===== config.mk =====
export PLATFORM = sky130hd
export DESIGN_NAME = cpu8_top
export DESIGN_NICKNAME = d
export VERILOG_FILES = /design/src/verilog/cpu8_pkg.sv /design/src/verilog/alu_if.sv /design/src/verilog/program_memory.sv /design/src/verilog/fetch_decode.sv /design/src/verilog/alu.sv /design/src/verilog/register_file.sv /design/src/verilog/cpu8_top.sv
export VERILOG_INCLUDE_DIRS = /design/src /design/src/verilog
export SDC_FILE = /design/constraint.sdc
export NUM_CORES = 1
export LEC_CHECK = 0
export BUFFER_PORTS_ARGS = -buffer_cell sky130_fd_sc_hd__buf_2
export CORE_MARGIN = 2
export CORE_UTILIZATION = 50
export DETAILED_ROUTE_END_ITERATION = 8
export PLACE_DENSITY = 0.66
export SYNTH_ARGS = -nofsm -noshare
export SYNTH_HDL_FRONTEND = slang
export SYNTH_SLANG_ARGS = --single-unit

===== constraint.sdc =====
create_clock -name clk -period 5.6 [get_ports clk]
set_clock_uncertainty 0.2 [all_clocks]
set_input_delay 0.56 -clock clk [delete_from_list [all_inputs] [get_ports clk]]
set_output_delay 0.56 -clock clk [all_outputs]
set_load 0.005 [all_outputs]

===== src/verilog/cpu8_params.svh =====
// architectural widths of the cpu8 core; the modules are written for these values only
`ifndef CPU8_PARAMS_SVH
`define CPU8_PARAMS_SVH

// data path and register width
`define CPU8_DATA_W 8

// program memory addressing
`define CPU8_ADDR_W 4
`define CPU8_MEM_DEPTH 16

// opcode and operand fields of one instruction byte
`define CPU8_NIB_W 4

`endif


===== src/verilog/cpu8_pkg.sv =====
// shared cpu8 types; opcode codes 12 to 15 are not listed and decode to OP_NOP
package cpu8_pkg;

  `include "cpu8_params.svh"

  typedef logic [`CPU8_DATA_W-1:0] data_t;
  typedef logic [`CPU8_ADDR_W-1:0] addr_t;

  // upper nibble of an instruction byte
  typedef enum logic [`CPU8_NIB_W-1:0] {
    OP_NOP    = 4'd0,
    OP_LDA_LO = 4'd1,
    OP_LDA_HI = 4'd2,
    OP_LDB_LO = 4'd3,
    OP_LDB_HI = 4'd4,
    OP_LDC_LO = 4'd5,
    OP_LDC_HI = 4'd6,
    OP_ADD    = 4'd7,
    OP_SUB    = 4'd8,
    OP_MUL    = 4'd9,
    OP_OUT    = 4'd10,
    OP_IN     = 4'd11
  } opcode_t;

  // register named by the operand of IN and OUT
  typedef enum logic [1:0] {
    REG_A    = 2'd0,
    REG_B    = 2'd1,
    REG_C    = 2'd2,
    REG_NONE = 2'd3
  } reg_sel_t;

  typedef enum logic [1:0] {
    ALU_ADD,
    ALU_SUB,
    ALU_MUL
  } alu_op_t;

endpackage


===== src/verilog/alu_if.sv =====
// register file to ALU link; no handshake, result is combinational in the same cycle
`timescale 1ns/1ps

interface alu_if;
  import cpu8_pkg::*;

  data_t   a;
  data_t   b;
  alu_op_t op;
  data_t   result;

  // register file side
  modport regs (output a, output b, output op, input result);

  // arithmetic side
  modport alu (input a, input b, input op, output result);

endinterface


===== src/verilog/program_memory.sv =====
// 16 x 8 program store; one write per clock, asynchronous read, whole array cleared by reset
`timescale 1ns/1ps

module program_memory (
  input  logic            clk,
  input  logic            rst_n,
  input  logic            wr_en,
  input  cpu8_pkg::addr_t wr_addr,
  input  cpu8_pkg::data_t wr_data,
  input  cpu8_pkg::addr_t rd_addr,
  output cpu8_pkg::data_t rd_data
);
  import cpu8_pkg::*;

  `include "cpu8_params.svh"

  data_t mem [`CPU8_MEM_DEPTH];

  ////////////////////////////////////////
  // host write port
  ////////////////////////////////////////

  // a program of all zero bytes is all NOPs
  always_ff @(posedge clk or negedge rst_n) begin
    if (!rst_n) begin
      mem <= '{default: '0};
    end else if (wr_en) begin
      mem[wr_addr] <= wr_data;
    end
  end

  ////////////////////////////////////////
  // fetch read port
  ////////////////////////////////////////

  // written byte shows here from the cycle after the write edge
  assign rd_data = mem[rd_addr];

endmodule


===== src/verilog/fetch_decode.sv =====
// program counter and decoder; pc wraps at 16 and only moves while run is high
`timescale 1ns/1ps

`include "cpu8_params.svh"

module fetch_decode (
  input  logic              clk,
  input  logic              rst_n,
  input  logic              run,
  input  cpu8_pkg::data_t   instr,
  output cpu8_pkg::addr_t   pc,
  output logic              exec,
  output cpu8_pkg::opcode_t opcode,
  output logic [`CPU8_NIB_W-1:0] operand
);
  import cpu8_pkg::*;

  logic [`CPU8_NIB_W-1:0] op_field;

  ////////////////////////////////////////
  // program counter
  ////////////////////////////////////////

  // natural 4-bit overflow gives the wrap after address 15
  always_ff @(posedge clk or negedge rst_n) begin
    if (!rst_n) begin
      pc <= '0;
    end else if (run) begin
      pc <= pc + 1'b1;
    end
  end

  ////////////////////////////////////////
  // decode
  ////////////////////////////////////////

  assign op_field = instr[`CPU8_DATA_W-1:`CPU8_NIB_W];
  assign operand  = instr[`CPU8_NIB_W-1:0];

  always_comb begin
    case (op_field)
      4'd1:    opcode = OP_LDA_LO;
      4'd2:    opcode = OP_LDA_HI;
      4'd3:    opcode = OP_LDB_LO;
      4'd4:    opcode = OP_LDB_HI;
      4'd5:    opcode = OP_LDC_LO;
      4'd6:    opcode = OP_LDC_HI;
      4'd7:    opcode = OP_ADD;
      4'd8:    opcode = OP_SUB;
      4'd9:    opcode = OP_MUL;
      4'd10:   opcode = OP_OUT;
      4'd11:   opcode = OP_IN;
      // 0 and the unused codes 12..15
      default: opcode = OP_NOP;
    endcase
  end

  // the fetched instruction executes on every edge where run is high
  assign exec = run;

endmodule


===== src/verilog/alu.sv =====
// modulo-256 add, subtract and multiply of A and B; purely combinational, no flags
`timescale 1ns/1ps

module alu (
  alu_if.alu alu_port
);
  import cpu8_pkg::*;

  `include "cpu8_params.svh"

  logic [2*`CPU8_DATA_W-1:0] product;
  data_t                     diff;

  // full product, only the low byte is kept
  assign product = alu_port.a * alu_port.b;

  // two's-complement difference, borrow dropped
  assign diff = alu_port.a + (~alu_port.b) + 1'b1;

  always_comb begin
    case (alu_port.op)
      ALU_SUB: alu_port.result = diff;
      ALU_MUL: alu_port.result = product[`CPU8_DATA_W-1:0];
      default: alu_port.result = alu_port.a + alu_port.b;
    endcase
  end

endmodule


===== src/verilog/register_file.sv =====
// registers A, B, C and the output latch; all change only on edges where exec is high
`timescale 1ns/1ps

`include "cpu8_params.svh"

module register_file (
  input  logic              clk,
  input  logic              rst_n,
  input  logic              exec,
  input  cpu8_pkg::opcode_t opcode,
  input  logic [`CPU8_NIB_W-1:0] operand,
  input  cpu8_pkg::data_t   in_data,
  output cpu8_pkg::data_t   out_data,
  alu_if.regs               alu_port
);
  import cpu8_pkg::*;

  data_t    reg_a;
  data_t    reg_b;
  data_t    reg_c;
  data_t    out_q;
  reg_sel_t sel;

  ////////////////////////////////////////
  // operand and ALU control
  ////////////////////////////////////////

  // only operands 0..2 name a register
  always_comb begin
    case (operand)
      4'd0:    sel = REG_A;
      4'd1:    sel = REG_B;
      4'd2:    sel = REG_C;
      default: sel = REG_NONE;
    endcase
  end

  always_comb begin
    case (opcode)
      OP_SUB:  alu_port.op = ALU_SUB;
      OP_MUL:  alu_port.op = ALU_MUL;
      default: alu_port.op = ALU_ADD;
    endcase
  end

  assign alu_port.a = reg_a;
  assign alu_port.b = reg_b;

  ////////////////////////////////////////
  // register update
  ////////////////////////////////////////

  always_ff @(posedge clk or negedge rst_n) begin
    if (!rst_n) begin
      reg_a <= '0;
      reg_b <= '0;
      reg_c <= '0;
      out_q <= '0;
    end else if (exec) begin
      case (opcode)
        // nibble loads keep the other half
        OP_LDA_LO: reg_a <= {reg_a[`CPU8_DATA_W-1:`CPU8_NIB_W], operand};
        OP_LDA_HI: reg_a <= {operand, reg_a[`CPU8_NIB_W-1:0]};
        OP_LDB_LO: reg_b <= {reg_b[`CPU8_DATA_W-1:`CPU8_NIB_W], operand};
        OP_LDB_HI: reg_b <= {operand, reg_b[`CPU8_NIB_W-1:0]};
        OP_LDC_LO: reg_c <= {reg_c[`CPU8_DATA_W-1:`CPU8_NIB_W], operand};
        OP_LDC_HI: reg_c <= {operand, reg_c[`CPU8_NIB_W-1:0]};
        OP_ADD, OP_SUB, OP_MUL: begin
          reg_c <= alu_port.result;
        end
        OP_IN: begin
          case (sel)
            REG_A:   reg_a <= in_data;
            REG_B:   reg_b <= in_data;
            REG_C:   reg_c <= in_data;
            default: ;
          endcase
        end
        OP_OUT: begin
          case (sel)
            REG_A:   out_q <= reg_a;
            REG_B:   out_q <= reg_b;
            REG_C:   out_q <= reg_c;
            default: ;
          endcase
        end
        default: ;
      endcase
    end
  end

  assign out_data = out_q;

endmodule


===== src/verilog/cpu8_top.sv =====
// cpu8 top; uio_in[7] is run, [4] the load strobe, [3:0] the load address, [6:5] are unused
`timescale 1ns/1ps

module cpu8_top (
  input  logic            clk,
  input  logic            rst_n,
  input  cpu8_pkg::data_t ui_in,
  input  logic [7:0]      uio_in,
  output cpu8_pkg::data_t uo_out
);
  import cpu8_pkg::*;

  `include "cpu8_params.svh"

  logic                   run;
  logic                   strobe;
  addr_t                  load_addr;
  addr_t                  pc;
  data_t                  instr;
  logic                   exec;
  opcode_t                opcode;
  logic [`CPU8_NIB_W-1:0] operand;

  alu_if alu_bus ();

  ////////////////////////////////////////
  // control pins
  ////////////////////////////////////////

  assign run       = uio_in[7];
  assign strobe    = uio_in[4];
  assign load_addr = uio_in[`CPU8_ADDR_W-1:0];

  ////////////////////////////////////////
  // core
  ////////////////////////////////////////

  // host writes are locked out while the program runs
  program_memory i_program_memory (
    .clk     (clk),
    .rst_n   (rst_n),
    .wr_en   (strobe & ~run),
    .wr_addr (load_addr),
    .wr_data (ui_in),
    .rd_addr (pc),
    .rd_data (instr)
  );

  fetch_decode i_fetch_decode (
    .clk     (clk),
    .rst_n   (rst_n),
    .run     (run),
    .instr   (instr),
    .pc      (pc),
    .exec    (exec),
    .opcode  (opcode),
    .operand (operand)
  );

  // ui_in doubles as IN data once loading is done
  register_file i_register_file (
    .clk      (clk),
    .rst_n    (rst_n),
    .exec     (exec),
    .opcode   (opcode),
    .operand  (operand),
    .in_data  (ui_in),
    .out_data (uo_out),
    .alu_port (alu_bus.regs)
  );

  alu i_alu (
    .alu_port (alu_bus.alu)
  );

endmodule


# Word level (Yosys, flattened, before mapping)
# Memory sizes are Yosys's and may differ from the RTL's.
# Cells that the tools add are included.
dict set report classes {
  bitwise 11
  n_lt_le_gt_ge 3
  reduce_logical 18
  muxes 16
  mul 1
  addsub 4
  eq_ne 20
}
# op count
set ops {}
lappend ops {{$bwmux 128} 1}
lappend ops {{$pmux 8 s3} 3}
lappend ops {{$mux 8} 6}
lappend ops {{$bmux 8 s4} 1}
lappend ops {{$demux 8 s4} 1}
lappend ops {{$pmux 8 s4} 1}
lappend ops {{$reduce_and 4->1} 6}
lappend ops {{$add 8x8->8} 2}
lappend ops {{$eq 4x3->1 const B} 4}
lappend ops {{$eq 4x4->1 const B} 4}
lappend ops {{$pmux 8 s2} 1}
lappend ops {{$eq 4x2->1 const B} 3}
lappend ops {{$ge 5x5->1 const B} 2}
lappend ops {{$not 4->5} 2}
lappend ops {{$reduce_bool 3->1} 3}
lappend ops {{$add 8x1->8 const B} 1}
lappend ops {{$eq 4x1->1 const B} 2}
lappend ops {{$mul 8x8->8} 1}
lappend ops {{$not 8->8} 1}
lappend ops {{$reduce_bool 2->1} 4}
lappend ops {{$not 1->1} 7}
lappend ops {{$ne 2x1->1 const B} 3}
lappend ops {{$pmux 2 s3} 1}
lappend ops {{$lt 5x1->1 const B} 1}
lappend ops {{10 further kinds} 12}
dict set report word_totals {
  mem_count 1
  inputBits 18
  elab_cells 98
  output_inout_bits 8
  rom_bits 64
  register_bits 164
}
# name words width read_ports rd_ports_with_merged_regs wr line_no
set memory_table {}
lappend memory_table {{(name not given)} 16 4 1 0 0 fetch_decode.sv:41} ;# case (op_field)

# Logic depth before layout (Yosys ltp)
# An unclocked memory read counts as a cell.
dict set report logic_depth {
  depth_word 10
  mapped_depth 20
  ltp_nobuf 18
}

# By module
# A second synthesis with hierarchy kept.
dict set report hier_totals {
  hier_cells 813
  area_unflattened_um2 9849.4
}
# module instances area_per_inst_um2 cells_per_inst seq_area_each_um2
set by_module_without_submodules {}
lappend by_module_without_submodules {program_memory 1 5915.7 365 3203.1}
lappend by_module_without_submodules {register_file 1 2094.5 218 800.8}
lappend by_module_without_submodules {alu 1 1600.3 209 0.0}
lappend by_module_without_submodules {fetch_decode 1 225.2 20 100.1}
lappend by_module_without_submodules {cpu8_top 1 13.8 1 0.0}

# Worst setup path before layout
# No wires, ideal clock.
dict set report synth_path {
  path_type {reg2reg}
  start {reg i_register_file.reg_a[1], in the netlist i_register_file.alu_port.a[1]}
  end {reg i_register_file.reg_c[6]}
  path_buffers 0
  path_slack_ps 1055
  synth_period_minus_slack_ps 4545
  t_required_ps 5275
  arrival_ps 4220
  path_stages_with_launch 16
  setup_ps 125
  path_cell_list {dfrtp_1 -> nand2_1 -> fa_1 -> fa_1 -> inv_1 -> fa_1 -> inv_1 -> fa_1 -> inv_1 -> ha_1 -> xnor2_1 -> a221o_1 -> a21oi_1 -> o31ai_1 -> a32o_1 -> mux2_2}
}
dict set report synth_between {
  elab_chain_cells 4
  word_cells_on_any_way 6
  cone_classes {3 x add/sub; 1 x mul; 2 x mux}
}
# item line_no
set synth_lines {}
lappend synth_lines {{start: declaration} register_file.sv:18} ;# data_t reg_a;
lappend synth_lines {{start signal: assignment} register_file.sv:62} ;# OP_LDA_LO: reg_a <= {reg_a[`CPU8_DATA_W-1:`CPU8_NIB_W], operand};
lappend synth_lines {{start signal: assignment} register_file.sv:63} ;# OP_LDA_HI: reg_a <= {operand, reg_a[`CPU8_NIB_W-1:0]};
lappend synth_lines {{start signal: assignment} register_file.sv:73} ;# REG_A: reg_a <= in_data;
lappend synth_lines {{parallel branches: the longest is 2 deep, another holds $mul 8x8->8} -}
lappend synth_lines {{$pmux 8 s2 *} alu.sv:21} ;# case (alu_port.op)
lappend synth_lines {{$pmux 8 s4 *} register_file.sv:60} ;# case (opcode)
lappend synth_lines {{end signal: assignment} register_file.sv:66} ;# OP_LDC_LO: reg_c <= {reg_c[`CPU8_DATA_W-1:`CPU8_NIB_W], operand};
lappend synth_lines {{end signal: assignment} register_file.sv:67} ;# OP_LDC_HI: reg_c <= {operand, reg_c[`CPU8_NIB_W-1:0]};
lappend synth_lines {{end signal: assignment} register_file.sv:69} ;# reg_c <= alu_port.result;
lappend synth_lines {{end: declaration} register_file.sv:20} ;# data_t reg_c;
# Mark *: on every way between the ends.
# A chain may end at the register's enable or synchronous reset.

# Worst setup path after layout
dict set report layout_path {
  start {reg i_fetch_decode.pc[0]}
  end {reg i_register_file.reg_c[1]}
}
dict set report layout_between {
  elab_chain_cells 10
  word_cells_on_any_way 26
  cone_classes {12 x eq/ne; 7 x mux; 2 x bitwise; 4 x reduce/logical; 1 x memory}
}
# item line_no
set layout_lines {}
lappend layout_lines {{start: declaration} fetch_decode.sv:11} ;# output cpu8_pkg::addr_t pc,
lappend layout_lines {{start signal: assignment} fetch_decode.sv:29} ;# pc <= pc + 1'b1;
lappend layout_lines {{$not 4->5 (implied by the code) *} program_memory.sv:37} ;# assign rd_data = mem[rd_addr];
lappend layout_lines {{$bmux 8 s4 *} program_memory.sv:37}
lappend layout_lines {{$mux 8 (implied by the code) * (2 in series)} program_memory.sv:37}
lappend layout_lines {{$mem_v2 16x4} -}
lappend layout_lines {{$eq 4x4->1} {register_file.sv:39, register_file.sv:60}}
lappend layout_lines {{$pmux 2 s2} register_file.sv:39} ;# case (opcode)
lappend layout_lines {{$eq 2x2->1 or $eq 2x1->1 (tied branches)} alu.sv:21}
lappend layout_lines {{$pmux 8 s2} alu.sv:21}
lappend layout_lines {{$pmux 8 s4} register_file.sv:60}
# Every way passes the cells marked *; elsewhere a longest branch is shown, timed or not. The select of a mux whose other input is x is not followed.

==> impl_results.md <==
* Post-DR vias/cell at 5.98
* Port bufs at 23
* Area Overhead vs Synth at 9.26%
* P per Cell Area at 559 nW/µm²
* Die Wd at 144 µm
* Final worst-path cycle share at 0.872
* DRT iter0 DRCs at 534
* Congestion Overflow GR at 0
* Worst setup margin at 0.718 ns
* DR pass1 iterations at 5
* # Max-Cap Violations at 0
* TritonCTS clock tree: yes
* Initial antenna violation count at 0
* Share of power burned in combinational logic at 0.503
* DRC at 0
* Pleak at 4.91 nW
* Sw Ratio at 0.425
* Yosys warnings at 0
* Clock latency on the worst-skew pair at 0.43 ns
* Run status: finished clean
* Post-synthesis mux area share at 0.250
* Slew @ Worst Pin at 1.11 ns
* Worst path slowest cell: dfrtp_2
* Crit-path max cell delay at 0.71 ns
* Die ar. at 20800 µm²
* Initial core utilization at 0.507
* Net count reported at finish at 910
* Final setup vio count at 0
* Register area share after synthesis at 0.418
* Yosys top cell by area: dfrtp_1
* Synthesized cell area at 9810 µm²
* Final Max Tran Viols at 0
* Final hold vios at 0
* Total power at 5.99 mW
* Total GRT Usage at 0.243
* Proportion of layout cells with a drive suffix above 1 at 0.291
* Synth Register Bits at 164
* FP Rows at 51
* Setup crit end kind: register
* Final core utilization at 0.554
* Synth Area in Compound Gates at 0.0976
* Switching power of the nets at 2.55 mW
* Number of flops mapped to enable cells by yosys at 0
* Post-route cell area at 10700 µm²
* Mapped Cells at 835
* Clk sinks at 164
* Period minus WS final at 4.88 ns
* Xor and xnor area share after synthesis at 0.0223
* H-tree Lvls at 4
* Post-route ant nets at 0
* I/O pin cnt at 26
* Synth cell types at 69
* Inserted Diodes at 0
* Global-route wire length before repair at 37900 µm
* Hold Path Class: register to register
* Worst Path Required at 5.68 ns
* Internal at 3.44 mW
* Synth Area in Simple Gates at 0.0876
* Synth area leaders: dfrtp_1, mux2_2, mux4_2
* Dpl ws at 0.773 ns
* Placed Instances at 1085
* Avg Cell Area, Syn at 11.8 µm²
* Detailed Route WL at 23900 µm
* Total core area at 19300 µm²
* Cell Chain, Critical Path: buf_4 > mux4_1 > nand2_1 > and4_1 > ha_1 > nand2_1 > ha_1 > o21ai_0 > and3_1 > a221o_1 > a31oi_1 > o21ai_0
* Clk root buf: clkbuf_16
* Clock power share at 0.202
* Min Hold Slack at 0.271 ns
* Cts bufs inserted at 17
* Max-slew headroom at 0.259
* Non-Filler Instances at 1118
* CP Data Arrival Time at 4.96 ns
* Vias in the first global route at 6817
* Asr flop ratio synth at 1.00
* DP Area at 10100 µm²
* Critical path class: register to register
* Unrepaired setup endpoints after global routing: false
* # Post-CTS Setup Buffers at 0
* Worst reg2reg setup slack at 0.72 ns
* Synthesized Nets at 905
* DR vias at 6690
* Most common cell in the netlist: dfrtp_1
* Post-synth top area share at 0.418
* CTS max path bufs at 2
* Die H at 144 µm
* Largest net degree at the start of global routing at 81
* Synth top cells by count: dfrtp_1, mux2_2, nand2_1
* Wire per inst at 21.4 µm
* Clock transition at path regs at 0.07 ns
* Synth Area in Adders at 0.0770
* F_max at 205 MHz
* Routability cong. at 0.925
* Critical Path Start Type: register
* Peak supply drop at 0.329 mV
* Synth Flop Type: dfrtp_1
* Fraction of power consumed by sequential logic at 0.295
* Crit Path Max Fanout at 19
* Largest family of logic cells by synthesized area: multiplexers
* Final TNS setup at 0 ns
* Hpwl dp at 17100 µm
## critical path: cells and delay by family, from the launching register on
| kind | cells | cell delay (ns) |
|---|---|---|
| flip-flops | 1 | 0.71 |
| adder cells (fa/ha/maj) | 2 | 1.25 |
| AO/OA/AOI/OAI | 4 | 0.88 |
| multiplexers | 1 | 0.58 |
| AND/OR/NAND/NOR | 4 | 0.82 |
| buffers and inverters | 1 | 0.27 |
## final cells by class
cell class / instances / area (µm²)
clock inverters: 15 / 188
inverters: 49 / 184
flip-flops and latches: 164 / 4110
clock buffers: 17 / 425
multi-input cells: 570 / 5250
fillers: 1615 / 8610
repair buffers: 38 / 236
well taps: 265 / 332
## metal layers
layer  global-route usage  wire length (µm)  vias up
met1                0.309             10300     3421
met3               0.0411               943       45
met5                    0                 0        -
li1                     -                 -     3014
met2                0.415             12100      210
met4               0.0960               663        0
## worst paths after layout
check	from	end	depth (start not counted)
worst min register to register	i_register_file.out_data[3]$_DFFE_PN0P_	i_register_file.out_data[3]$_DFFE_PN0P_	2
worst min-delay path	i_register_file.out_data[3]$_DFFE_PN0P_	i_register_file.out_data[3]$_DFFE_PN0P_	2
min in group asynchronous	rst_n	i_register_file.out_data[5]$_DFFE_PN0P_	2
max in group asynchronous	rst_n	i_fetch_decode.pc[0]$_DFFE_PN0P_	3
worst max-delay path	i_fetch_decode.pc[0]$_DFFE_PN0P_	i_register_file.reg_c[1]$_DFFE_PN0P_	12
worst max register to register	i_fetch_decode.pc[0]$_DFFE_PN0P_	i_register_file.reg_c[1]$_DFFE_PN0P_	12
## repair_timing
item / 4_1_cts / 5_1_grt
hold buffers: 1 / 0
resized for setup: 0 / 0
hold endpoints to repair: 42 / 0
endpoints found under the setup margin: 0 / 0
## registers in the layout, summed over array words and instances, names as in the netlist
name,flops
i_program_memory.mem,128
i_register_file.alu_port.a,8
i_register_file.alu_port.b,8
i_register_file.out_data,8
i_register_file.reg_c,8
i_fetch_decode.pc,4
## logic make-up (layout without fill, tap and decap cells)
group	after synthesis	in the layout
buf+inv	101	119
fa+ha+maj	52	52
simple gates	173	173
mux	181	181
flops	164	164
xor+xnor	25	25
compound gates	139	139
## power by group through the flow
stage          clock network [mW]  logic (mW)  registers [mW]
4_1_cts                      1.23        2.97            1.76
3_3_place_gp                    0        2.86            1.76
6_report                     1.21        3.01            1.77
3_5_place_dp                    0        2.95            1.79
5_1_grt                      1.28        3.29            1.80
2_1_floorplan                   0        2.37            1.61
## placed cells by master (no fill, tap or decap), types with 22 or more instances in the layout
master	instances
nand2_1	68
a22oi_1	22
ha_1	38
dfrtp_1	163
a21oi_1	28
mux2_2	134
buf_2	22
inv_1	49
nor2_1	27
mux4_2	22
o21ai_0	26
(Power assumes the default switching activity.)
